[src/design/line_consts.svh]
`ifndef LINE_CONSTS_SVH
`define LINE_CONSTS_SVH

// screen coordinate width, one axis
`define COORD_W 6

// bits per pixel
`define COLOR_W 4

// frame is square, FB_DIM cells per side
`define FB_DIM 64

// total cells, also the number of cycles a clear sweep takes
`define FB_WORDS 4096

`endif

[src/design/line_pkg.sv]
`default_nettype none

`include "line_consts.svh"

package line_pkg;

  // one axis of a screen position
  typedef logic [`COORD_W-1:0] coord_t;

  // pixel colour
  typedef logic [`COLOR_W-1:0] color_t;

  // span length, 1 up to a full row or column
  // needs one bit more than a coordinate to hold FB_DIM itself
  typedef logic [`COORD_W:0] len_t;

  // bresenham error term, signed with headroom for err - d_min + d_maj
  typedef logic signed [`COORD_W+1:0] err_t;

endpackage

`default_nettype wire

[src/design/line_stepper.sv]
`default_nettype none

module line_stepper (
  input  wire                   clk,
  input  wire                   rst_n,
  input  wire                   line_go,      // one-cycle load from setup
  input  wire line_pkg::coord_t maj0,
  input  wire line_pkg::coord_t maj1,
  input  wire line_pkg::coord_t min0,
  input  wire line_pkg::coord_t d_maj,
  input  wire line_pkg::coord_t d_min,
  input  wire                   min_up,
  input  wire                   steep,
  input  wire line_pkg::color_t line_color,
  output logic                  stepper_busy,
  input  wire                   span_busy,    // writer still expanding a span
  output logic                  span_plot,
  output line_pkg::coord_t      span_x,
  output line_pkg::coord_t      span_y,
  output line_pkg::len_t        span_len,
  output logic                  span_vertical,
  output line_pkg::color_t      span_color
);

  import line_pkg::*;

  coord_t maj_cur;   // walk position, major axis
  coord_t maj_end;
  coord_t min_cur;   // minor position, also the minor coord of the open run
  coord_t run_maj;   // where the open run started on the major axis
  len_t   run_len;   // pixels in the open run
  err_t   err;
  err_t   e_dmaj;    // deltas widened to the error width
  err_t   e_dmin;
  coord_t dmaj_r;
  coord_t dmin_r;
  logic   up_r;
  logic   steep_r;
  color_t color_r;

  logic walk;     // allowed to take a step this cycle
  logic at_end;
  logic step_min; // minor coordinate moves on this step
  logic emit;     // close the open run and hand it to the writer

  assign e_dmaj = err_t'({2'b00, dmaj_r});
  assign e_dmin = err_t'({2'b00, dmin_r});

  // span_plot still high means the writer has not taken it yet
  assign walk     = stepper_busy && !span_busy && !span_plot;
  assign at_end   = (maj_cur == maj_end);
  assign step_min = (err < e_dmin);
  assign emit     = walk && (at_end || step_min);

  always_ff @(posedge clk or negedge rst_n) begin
    if (!rst_n) begin
      stepper_busy <= 1'b0;
      span_plot    <= 1'b0;
    end else begin
      span_plot <= emit; // single-cycle strobe
      if (line_go) begin
        stepper_busy <= 1'b1;
      end else if (walk && at_end) begin
        stepper_busy <= 1'b0; // last span goes out this edge
      end
    end
  end

  always_ff @(posedge clk) begin
    if (line_go) begin
      maj_cur <= maj0;
      maj_end <= maj1;
      min_cur <= min0;
      run_maj <= maj0;
      run_len <= len_t'(1);
      err     <= err_t'({2'b00, d_maj >> 1}); // half the major delta, floor
      dmaj_r  <= d_maj;
      dmin_r  <= d_min;
      up_r    <= min_up;
      steep_r <= steep;
      color_r <= line_color;
    end else if (walk) begin
      if (emit) begin
        // back to screen order: steep lines walked along y
        span_x        <= steep_r ? min_cur : run_maj;
        span_y        <= steep_r ? run_maj : min_cur;
        span_len      <= run_len;
        span_vertical <= steep_r;
        span_color    <= color_r;
      end
      if (!at_end) begin
        maj_cur <= maj_cur + coord_t'(1);
        if (step_min) begin // staircase step, new run starts here
          min_cur <= up_r ? min_cur + coord_t'(1) : min_cur - coord_t'(1);
          err     <= err - e_dmin + e_dmaj;
          run_maj <= maj_cur + coord_t'(1);
          run_len <= len_t'(1);
        end else begin // straight step, run grows
          err     <= err - e_dmin;
          run_len <= run_len + len_t'(1);
        end
      end
    end
  end

endmodule

`default_nettype wire

[config.mk]
export PLATFORM = sky130hd
export DESIGN_NAME = line_stepper
export DESIGN_NICKNAME = d
export VERILOG_FILES = /design/src/design/line_pkg.sv /design/src/design/line_stepper.sv
export VERILOG_INCLUDE_DIRS = /design/src /design/src/design
export SDC_FILE = /design/constraint.sdc
export NUM_CORES = 1
export LEC_CHECK = 0
export BUFFER_PORTS_ARGS = -buffer_cell sky130_fd_sc_hd__buf_2
export CORE_MARGIN = 2
export CORE_UTILIZATION = 60
export DETAILED_ROUTE_END_ITERATION = 16
export GPL_TIMING_DRIVEN = 0
export PLACE_DENSITY = 0.92
export SLEW_MARGIN = 20
export SYNTH_ARGS = -nofsm -noshare
export SYNTH_HDL_FRONTEND = slang
export SYNTH_SLANG_ARGS = --single-unit
[constraint.sdc]
create_clock -name clk -period 8.75 [get_ports clk]
set_input_delay 0.875 -clock clk [delete_from_list [all_inputs] [get_ports clk]]
set_output_delay 0.875 -clock clk [all_outputs]
set_load 0.005 [all_outputs]
* Yosys cells after proc, flatten, opt, wreduce, memory -nomap -nowiden *
Index checks and enable logic that the tools add are counted.

word-level totals
  bits of input ports = 40
  output and inout bits = 26
  register bits = 83
  logic and storage cells = 65

operators by class
  add/subtract/negate cells = 6
  equal/unequal tests = 2
  reduce and logical (&&, ||, !) cells = 14
  bitwise gates (word level) = 2
  mux-type cells = 21
  order comparisons = 1

operator list
  operator                                           count
  two-way mux 6 bit                                  14
  two-way mux 5 bit                                  3
  adder 6 x 1 -> 6 bit (second input constant)       2
  adder 8 x 7 -> 8 bit                               1
  < comparator 8 x 7 -> 1 bit                        1
  two-way mux 8 bit                                  1
  subtractor 8 x 7 -> 8 bit                          1
  adder 7 x 1 -> 7 bit (second input constant)       1
  two-way mux 7 bit                                  1
  == test 6 bit                                      1
  AND reduction 3 bit                                2
  nonzero test 2 bit                                 3
  subtractor 6 x 1 -> 6 bit (second input constant)  1
  logical AND 1 bit                                  4
  AND reduction 2 bit                                2
  logical NOT 1 bit                                  2
  two-way mux 1 bit                                  2
  inequality test 2 bit (second input constant)      1
  inverter 1 bit                                     2
  logical OR 1 bit                                   1

* Depth between registers and ports, before layout *
Gate-level depths: netlist of the first run.

  word-level depth = 6
  depth in mapped cells = 13

* Least setup slack after synthesis of the first run *
OpenSTA, ideal clock, no wires.

  path type = reg-to-reg
  start = reg err[0]
  end = reg span_color[0], enable pin
  data required time = 8315 ps
  setup time = 435 ps
  stages on the path, launching flop included = 10
  data arrival time = 3373 ps
  setup slack = 4941 ps
  cell sequence = edfxtp_1 > inv_1 > ha_1 > fa_1 > nor2b_4 > o31a_2 > o211ai_2 > buf_6 > nor2_1 > nor3_1

on the way
  longest elaborated chain between the ends = 4

RTL lines
  element                        RTL line            text
  start, declared                line_stepper.sv:32  err_t err;
  start signal, assigned         line_stepper.sv:76  err <= err_t'({2'b00, d_maj >> 1});
  start signal, assigned         line_stepper.sv:95  err <= err - e_dmin + e_dmaj;
  start signal, assigned         line_stepper.sv:99  err <= err - e_dmin;
  < comparator 8 x 7 -> 1 bit    line_stepper.sv:52  assign step_min = (err < e_dmin);
  logical OR 1 bit               line_stepper.sv:53  assign emit = walk && (at_end || step_min);
  logical AND 1 bit              line_stepper.sv:53
  AND reduction 3 bit (no line)  --
  end signal, assigned           line_stepper.sv:89  span_color <= color_r;
  end, declared                  line_stepper.sv:22  output line_pkg::color_t span_color

Every way passes these cells.
A chain may end at the register's enable or synchronous reset.

* Worst setup path in the final report of the first run *
  start = reg err[0]
  end = reg span_color[3], enable pin

The elaborated chain is that of the path after synthesis.

==> results of run 1 <==
-- where the power goes --
group | switching [mW] | leakage [nW] | total [mW] | internal, mW
logic | 0.339 | 0.959 | 0.619 | 0.280
clock network | 0.147 | 0.0984 | 0.284 | 0.136
registers | 0.0462 | 0.793 | 0.585 | 0.539
total | 0.533 | 1.85 | 1.49 | 0.955
-- sequential cells by signal, indices dropped and copies added, names as in the netlist --
signal and cells:
span_vertical 1, dmaj_r 6, span_x 6, color_r 4
maj_cur 6, stepper_busy 1, err 8, span_len 7
maj_end 6, run_maj 6, up_r 1, steep_r 1
dmin_r 6, run_len 7, span_y 6, span_color 4
span_plot 1, min_cur 6
-- layer usage --
| metal | global-route usage, % | wire length [um] | vias up |
|---|---|---|---|
| li1 | - | - | 1304 |
| met1 | 27.6 | 3250 | 1331 |
| met2 | 38.2 | 3870 | 115 |
| met3 | 5.49 | 464 | 23 |
| met4 | 9.09 | 177 | 0 |
| met5 | 0 | 0 | - |
-- metrics by stage --
| stage | utilization, % | power (mW) | instance area, sq um |
|---|---|---|---|
| floorplan | - | 1.05 | 4000 |
| global placement | 69.2 | 1.16 | 4420 |
| detailed placement | 69.6 | 1.20 | 4440 |
| finish | 72.8 | 1.49 | 4650 |
| CTS | 72.8 | 1.48 | 4650 |
| global route | 72.8 | 1.58 | 4650 |
-- cell usage after synthesis, drive strengths merged (3+ instances only) --
cell type  instances
a211oi             3
a21o               4
a21oi             14
buf                5
dfxtp             10
edfxtp            71
fa                 3
ha                18
inv               16
mux2              17
mux2i              3
nand2             19
nand3              3
nand4              4
nor2              24
nor2b              4
nor3               5
o21a               5
o21ai             25
o21bai             4
o31a               4
or3                3
xnor2             12
xor2              12
-- worst max-delay path, stage by stage (launching register included) --
cell      delay, ns
edfxtp_1       0.38
inv_1          0.06
ha_1           0.23
fa_1           0.29
nor2b_4        0.06
o31a_2         0.34
o211ai_2       0.32
buf_6          0.20
nor2_1         0.07
nor3_2         0.32
buf_4          0.27
buf_4          0.22
-- worst paths after layout --
kind | startpoint | to | slack [ns] | depth (start not counted)
max in group asynchronous | rst_n | span_plot | 8.36 | 1
min in group clk | color_r[0] | span_color[0] | 0.43 | 0
worst max-delay path | err[0] | span_color[3] | 5.68 | 11
worst min register to register | color_r[0] | span_color[0] | 0.43 | 0
worst max register to register | err[0] | span_color[3] | 5.68 | 11
worst min-delay path | rst_n | stepper_busy | 0.30 | 1
-- kinds of logic (layout without fill, tap and decap cells) --
kind of cell | count (synthesis) | in the layout | share of synthesized area (%)
and+or+nand+nor | 72 | 72 | 9.04
adders and majority gates | 21 | 21 | 7.13
muxes | 20 | 20 | 5.54
AOI/OAI and AO/OA | 68 | 68 | 11.1
buffers and inverters | 23 | 106 | 2.38
xor gates and xnor gates | 24 | 24 | 5.25
DFF | 83 | 83 | 59.6
-- cell type report --
type	count	area, sq um
Sequential cell	83	2380
Inverter	16	60.1
Buffer	7	35.0
Clock inverter	7	82.6
Clock buffer	9	124
Fill cell	431	1740
Tap cell	77	96.3
Timing Repair Buffer	67	340
Multi-Input combinational cell	205	1530
==> results.yml, run 1 <==
final_layout:
  diodes: 0
  final_cells: 471
  drive_gt1_share_pct: 28.4
  area_growth_pct: 16.2
  mostFrequentLayoutCell: "edfxtp_1"
  nNetsFinal: 450
  final_cell_mix: "edfxtp_1 (71), buf_2 (66), nor2_1 (24)"
sta:
  finalSetupTns_ns: 0
  slew_headroom_pct: 55.4
  hold_ws_ns: 0.297
  tightest_slew_ns: 0.669
  maxSlewViolCount: 0
  layout_min_cycle_time_ns: 3.07
  post-route-period-util_pct: 35.1
  maxClockFrequency_ghz: 0.326
  finClkSkew_ns: 0.0169
  finalWorstSetupSlack_ns: 5.68
  rsz0062_at_grt: "no"
  hold_violations: 0
  setup_viol: 0
detailed_routing:
  drt-initial-drc-count: 155
  drtPass1Iterations: 5
  vias: 2773
  final_antenna_net_count: 0
  vias_per_cell: 5.89
  wl_per_cell_um: 16.5
  drc: 0
  routed_wl_um: 7770
logic_synthesis:
  synth_top_area_share_pct: 53.3
  synth-seq-cells: 83
  ys.flop_type: "edfxtp_1"
  syn_area_sq_um: 4000
  seq_area_frac_synth_pct: 59.6
  yosys-top-cells-area: "edfxtp_1 (53%), ha_1 (5.6%), dfxtp_1 (5.0%), mux2_2 (4.5%), xnor2_1 (2.6%)"
  synthesis.nets: 372
  avgSynthCellArea_sq_um: 12.9
  yosysUniqueCellTypes: 52
  yosys.area.top_type: "edfxtp_1"
  yosysWarnings: 0
  synth_edf_count: 71
  postSynthCellCount: 311
  ys_async_sr_fraction_pct: 2.41
worst_setup_path:
  critPathLaunchType: "flip-flop"
  crit_required_ns: 8.81
  critPathCaptureType: "flip-flop"
  path_max_fanout: 11
  arrival_ns: 3.13
  crit_type: "flip-flop to flip-flop"
clocking:
  clockBufferDepth: 2
  clk_pin_slew_ns: 0.08
  htree_levels: 3
  clock_latency_ns: 0.36
  cts_hold_buf: 0
  cts_buffers: 9
  cts-root-buf: "clkbuf_8"
  postCtsSetupBuffers: 0
  cts_tree: "yes"
  clock-sinks: 83
  cts_resized: 0
placement:
  dp_slack_ns: 5.50
  dp_cells: 455
  hpwl_um: 5650
  place_congestion: 0.924
  port_buffers: 65
die:
  fp.coreArea_sq_um: 6390
  ios: 66
  die_w_um: 85.7
  die-area_sq_um: 7340
  rows: 29
  die_height_um: 85.7
  start_util_pct: 62.6
power:
  p_leak_nw: 1.85
  powerDensity_nw_per_um2: 320
  ir_drop_uv: 210
grt:
  grt_antenna_before_repair: 0
  grt_max_degree: 29
  grt_overflow: 0
  grt_pass1_wl_um: 12400
  grt_pass1_vias: 2706
  grt_usage_pct: 22.4
run:
  cap_violations: 0
outcome:
  outcome: "finished clean"
min_path:
  hold_path_class: "input pin to asynchronous set/reset pin"
(Power assumes the default switching activity.)
==> inputs of run 2 (changes only) <==
Settings changed: CORE_UTILIZATION 60 to 56, PLACE_DENSITY 0.92 to 0.87.
Clock period 8.75 ns to 2.88 ns, I/O delays scaled along.
==> run 2 against run 1 <==
Compared with the run above: design area rose by 4.7%; sequential cell count unchanged; combinational power grew to 3.7 times the previous value; total power grew to 3.3 times the previous value; hold slack got worse by 0.21 ns; critical path depth unchanged; critical endpoint is now err[7]; highest routed layer unchanged.
==> results.yml, run 2 (same netlist as run 1, synthesis figures left out) <==
final_layout:
  fin_area_sq_um: 4860
  reg_top3: "err: 8 flops, run_len: 7 flops, span_len: 7 flops"
  area_growth_pct: 21.6
  largest_reg_flops: 8
  diodes: 0
  top_register: "err"
  fin_util_pct: 70.8
  drive_gt1_share_pct: 32.8
  final_cell_mix: "edfxtp_1 (71), buf_2 (66), nor2_1 (24)"
  nNetsFinal: 459
  mostFrequentLayoutCell: "edfxtp_1"
sta:
  hold_violations: 0
  post-route-period-util_pct: 98.9
  slew_headroom_pct: 49.3
  rsz0062_at_grt: "yes"
  layout_min_cycle_time_ns: 2.85
  finClkSkew_ns: 0.00802
  maxSlewViolCount: 0
  setup_viol: 0
  maxClockFrequency_ghz: 0.351
  tightest_slew_ns: 0.761
  finalSetupTns_ns: 0
clocking:
  clock-sinks: 83
  cts-root-buf: "clkbuf_8"
  cts_tree: "yes"
  clock_latency_ns: 0.36
  clk_pin_slew_ns: 0.09
  cts_buffers: 9
  clockBufferDepth: 2
  htree_levels: 3
worst_setup_path:
  path_max_fanout: 3
  worstReg2RegEnd: "err[7]"
  rr_worst_depth: 11
  rr_startpoint: "dmin_r[1]"
  crit_type: "flip-flop to flip-flop"
  crit_required_ns: 3.17
  reg2reg_slack_ns: 0.03
  cp-startpoint: "dmin_r[1]"
  critPathCaptureType: "flip-flop"
  arrival_ns: 3.14
  critPathLaunchType: "flip-flop"
power:
  ir_drop_uv: 671
  powerDensity_nw_per_um2: 1000
  power.total_mw: 4.89
  p_leak_nw: 1.91
grt:
  grt_max_degree: 29
  grt_pass1_wl_um: 12800
  grt_antenna_before_repair: 0
  grt_pass1_vias: 2813
  grt_overflow: 0
  grt_usage_pct: 22.1
run:
  cap_violations: 0
min_path:
  holdPathStages: 1
  hold_path_class: "input pin to flip-flop"
  hp-start: "d_min[3]"
  min_delay_worst_endpoint: "dmin_r[3]"
detailed_routing:
  drc: 0
  routed_wl_um: 8430
  vias_per_cell: 5.65
  final_antenna_net_count: 0
  drt-initial-drc-count: 229
  drtPass1Iterations: 5
  wl_per_cell_um: 16.9
  vias: 2818
outcome:
  outcome: "finished clean"
die:
  fp.coreArea_sq_um: 6870
  die-area_sq_um: 7830
  rows: 30
  die_height_um: 88.5
  ios: 66
  die_w_um: 88.5
  start_util_pct: 58.2
placement:
  place_congestion: 0.895
  placed_area_sq_um: 4460
  hpwl_um: 5560
  port_buffers: 65
## run 2: changes by cell type in the layout (fill, tap and decap cells not counted), moves of 2 or more
| cell | change |
|---|---|
| buf_4 | +6 |
| ha_1 | -4 |
| ha_4 | +3 |
| clkinv_2 | +2 |
| nor3_4 | +2 |
## run 2: repair_timing
item                                    in CTS  in global routing
pin swaps                                    2                  6
hold buffers                                 1                  0
endpoints found under the setup margin      26                  4
gates cloned                                 1                  0
gates resized for setup                      5                 16
setup buffers                                3                  6
endpoints found under the hold margin        2                  0
## run 2: layer usage
layer	wire length, um	global-route usage (%)	vias to the layer above
met5	0	0	-
met4	164	10.1	0
met3	511	4.94	18
met2	4370	36.6	112
met1	3380	28.0	1368
li1	-	-	1320
## run 2: critical path, stage by stage (launching register included)
cell and delay, ns:
edfxtp_1 0.44, inv_2 0.09, ha_4 0.19, nor2b_4 0.12, o31a_1 0.36, o31ai_4 0.30
a21boi_4 0.27, ha_4 0.24, o211ai_1 0.25, o21bai_4 0.18, nand4b_1 0.13, a31oi_2 0.19
## run 2: power by group
group	total (mW)	switching [mW]	internal [mW]
Sequential	1.78	0.148	1.64
Clock	0.833	0.435	0.397
Combinational	2.27	1.19	1.08
## run 2: area by class of cell
class | count | area [sq um]
buffer | 7 | 35.0
clock buffer | 9 | 124
clock inverter | 7 | 67.6
fill | 450 | 2000
inverter | 16 | 60.1
multi-input combinational | 206 | 1660
sequential | 83 | 2380
tap | 96 | 120
timing repair buffer | 75 | 415
## run 2: worst max path at each step
stage                         end  cells past startpoint  slack (ns)
CTS                        err[7]                     12        0.03
finish                     err[7]                     11        0.03
global route               err[7]                     13       -0.09
detailed placement      span_x[5]                      9       -0.38
floorplan                  err[4]                     11        0.12
global placement    span_color[3]                      9       -0.22
## run 2: through the flow
step	setup WS, ns	cells	hold slack (ns)
3_5_place_dp	-0.379	472	0.0757
6_report	0.0313	499	0.0917
5_1_grt	-0.0879	499	0.0893
4_1_cts	0.0264	493	0.0840
3_3_place_gp	-0.219	472	0.0723
2_1_floorplan	0.123	311	-0.00759
==> inputs of run 3 (changes only) <==
Settings changed: REMOVE_ABC_BUFFERS set to 1.
==> run 3 against run 2 <==
Compared with the run above: the flow now finishes with violations (negative setup slack); combinational power shrank 2%; via count shrank 4.9%; final cell count decreased by 1.0%; global-route usage down 2.7 points; non-clock buffer count is 4 lower; first-iteration DRC count fell by 23%; core utilization decreased by 0.38 points; maximum frequency shrank 2.2%; critical path type unchanged; critical endpoint unchanged; highest routed layer unchanged.
==> results.yml, run 3 (same netlist as run 1, synthesis figures left out) <==
run:
  cap_violations: 0
sta:
  layout_min_cycle_time_ns: 2.91
  tightest_slew_ns: 0.704
  hold_ws_ns: 0.108
  maxSlewViolCount: 0
  maxClockFrequency_ghz: 0.343
  finClkSkew_ns: 0.00689
  rsz0062_at_grt: "yes"
  hold_violations: 0
  post-route-period-util_pct: 101
  setup_viol: 1
  finalWorstSetupSlack_ns: -0.0336
  slew_headroom_pct: 53.1
clocking:
  clock_latency_ns: 0.35
  cts_tree: "yes"
  htree_levels: 3
  cts_buffers: 9
  clk_pin_slew_ns: 0.09
  cts-root-buf: "clkbuf_8"
  clock-sinks: 83
  clockBufferDepth: 2
grt:
  grt_overflow: 0
  grt_pass1_vias: 2560
  grt_usage_pct: 19.4
  grt_max_degree: 65
  grt_antenna_before_repair: 0
  grt_pass1_wl_um: 11500
die:
  die_height_um: 88.5
  ios: 66
  die_w_um: 88.5
  rows: 30
  fp.coreArea_sq_um: 6870
  die-area_sq_um: 7830
  start_util_pct: 58.2
power:
  p_int_mw: 3.11
  powerDensity_nw_per_um2: 1000
  swShare_pct: 35.9
  ir_drop_uv: 606
  p_leak_nw: 1.91
  seq_power_share_pct: 36.8
  power.switching_mw: 1.74
  clkPwrFrac_pct: 17.6
  combPwrFrac_pct: 45.7
detailed_routing:
  drc: 0
  routed_wl_um: 7550
  drtPass1Iterations: 4
  wl_per_cell_um: 15.3
  vias_per_cell: 5.43
  final_antenna_net_count: 0
  vias: 2680
  drt-initial-drc-count: 176
outcome:
  violations: "negative setup slack"
  outcome: "finished with violations"
final_layout:
  top_register: "err"
  final_cell_mix: "edfxtp_1 (71), buf_2 (64), nor2_1 (24)"
  drive_gt1_share_pct: 33.2
  diodes: 0
  nNetsFinal: 454
  area_growth_pct: 21.0
  reg_top3: "err: 8 flops, run_len: 7 flops, span_len: 7 flops"
  mostFrequentLayoutCell: "edfxtp_1"
  largest_reg_flops: 8
  fin_area_sq_um: 4840
worst_setup_path:
  crit_slowest_cell: "edfxtp_1"
  path_delay_family: "compound AO/OA/AOI/OAI gates"
  crit_type: "flip-flop to flip-flop"
  path_max_fanout: 4
  worstPathCellList: "ha_1 > nor2b_4 > o31a_1 > o31ai_4 > a21boi_2 > ha_1 > nor3_1 > o21ai_0 > o211ai_1 > a2111o_1 > a31oi_1"
  cp.buffers_inverters: 0
  crit_required_ns: 3.16
  critPathLaunchType: "flip-flop"
  max_stage_delay_ns: 0.43
  critPathCaptureType: "flip-flop"
  arrival_ns: 3.19
  cpMostUsedCell: "ha_1"
placement:
  hpwl_um: 5040
  placed_area_sq_um: 4430
  place_congestion: 0.850
  port_buffers: 65
min_path:
  hold_path_class: "input pin to flip-flop"
## run 3: changes by cell type in the layout (fill, tap and decap cells not counted), sizes merged
cell	before	now
clkinv	3	1
nor3	6	5
inv	17	19
buf	79	77
clkbuf	11	9
## run 3: worst paths after layout
kind	to	from	depth (start not counted)	slack, ns
worst max-delay path	err[7]	err[1]	11	-0.03
worst min-delay path	dmin_r[4]	d_min[4]	1	0.11
worst max register to register	err[7]	err[1]	11	-0.03
worst min register to register	span_color[3]	color_r[3]	0	0.43
max in group asynchronous	stepper_busy	rst_n	2	2.52
min in group asynchronous	span_plot	rst_n	2	0.27
## run 3: what timing repair did
item	CTS	global route
endpoints found under the hold margin	2	0
setup endpoints to repair	39	26
gates resized for setup	9	11
hold buffers	1	0
pin swaps	6	7
setup buffers	5	5
## run 3: area by class of cell
type	count	area, sq um
tap	96	120
multi-input combinational	205	1640
inverter	16	60.1
clock inverter	7	82.6
clock buffer	9	124
timing repair buffer	78	432
sequential	83	2380
fill	482	2030
## run 3: per-stage QoR
step                      instances  util [%]  power (mW)  setup TNS (ns)  worst slack (ns)
final                           494      70.4        4.86         -0.0336           -0.0336
after global routing            494      70.4        5.18          -0.313            -0.185
after CTS                       489      69.0        4.62         -0.0361           -0.0353
after detailed placement        467      64.6        3.60           -7.25            -0.450
after global placement          465      64.2        3.48          -43.22             -1.80
after floorplan                 304         -        3.14          -23.78            -0.991
## run 3: per-layer routing
| layer | up-vias | part of all wire, % | routed length [um] | GRT usage [%] |
|---|---|---|---|---|
| li1 | 1313 | - | - | - |
| met1 | 1260 | 42 | 3200 | 24.3 |
| met2 | 92 | 51 | 3860 | 32.3 |
| met3 | 15 | 4.5 | 343 | 3.92 |
| met4 | 0 | 2.0 | 149 | 9.64 |
| met5 | - | 0 | 0 | 0 |
## run 3: power groups by stage
stage               sequential [mW]  clock [mW]  combinational (mW)
floorplan                      1.78           0                1.36
global placement               1.80           0                1.68
detailed placement             1.81           0                1.79
CTS                            1.78       0.876                1.96
global route                   1.81       0.920                2.45
finish                         1.79       0.855                2.22
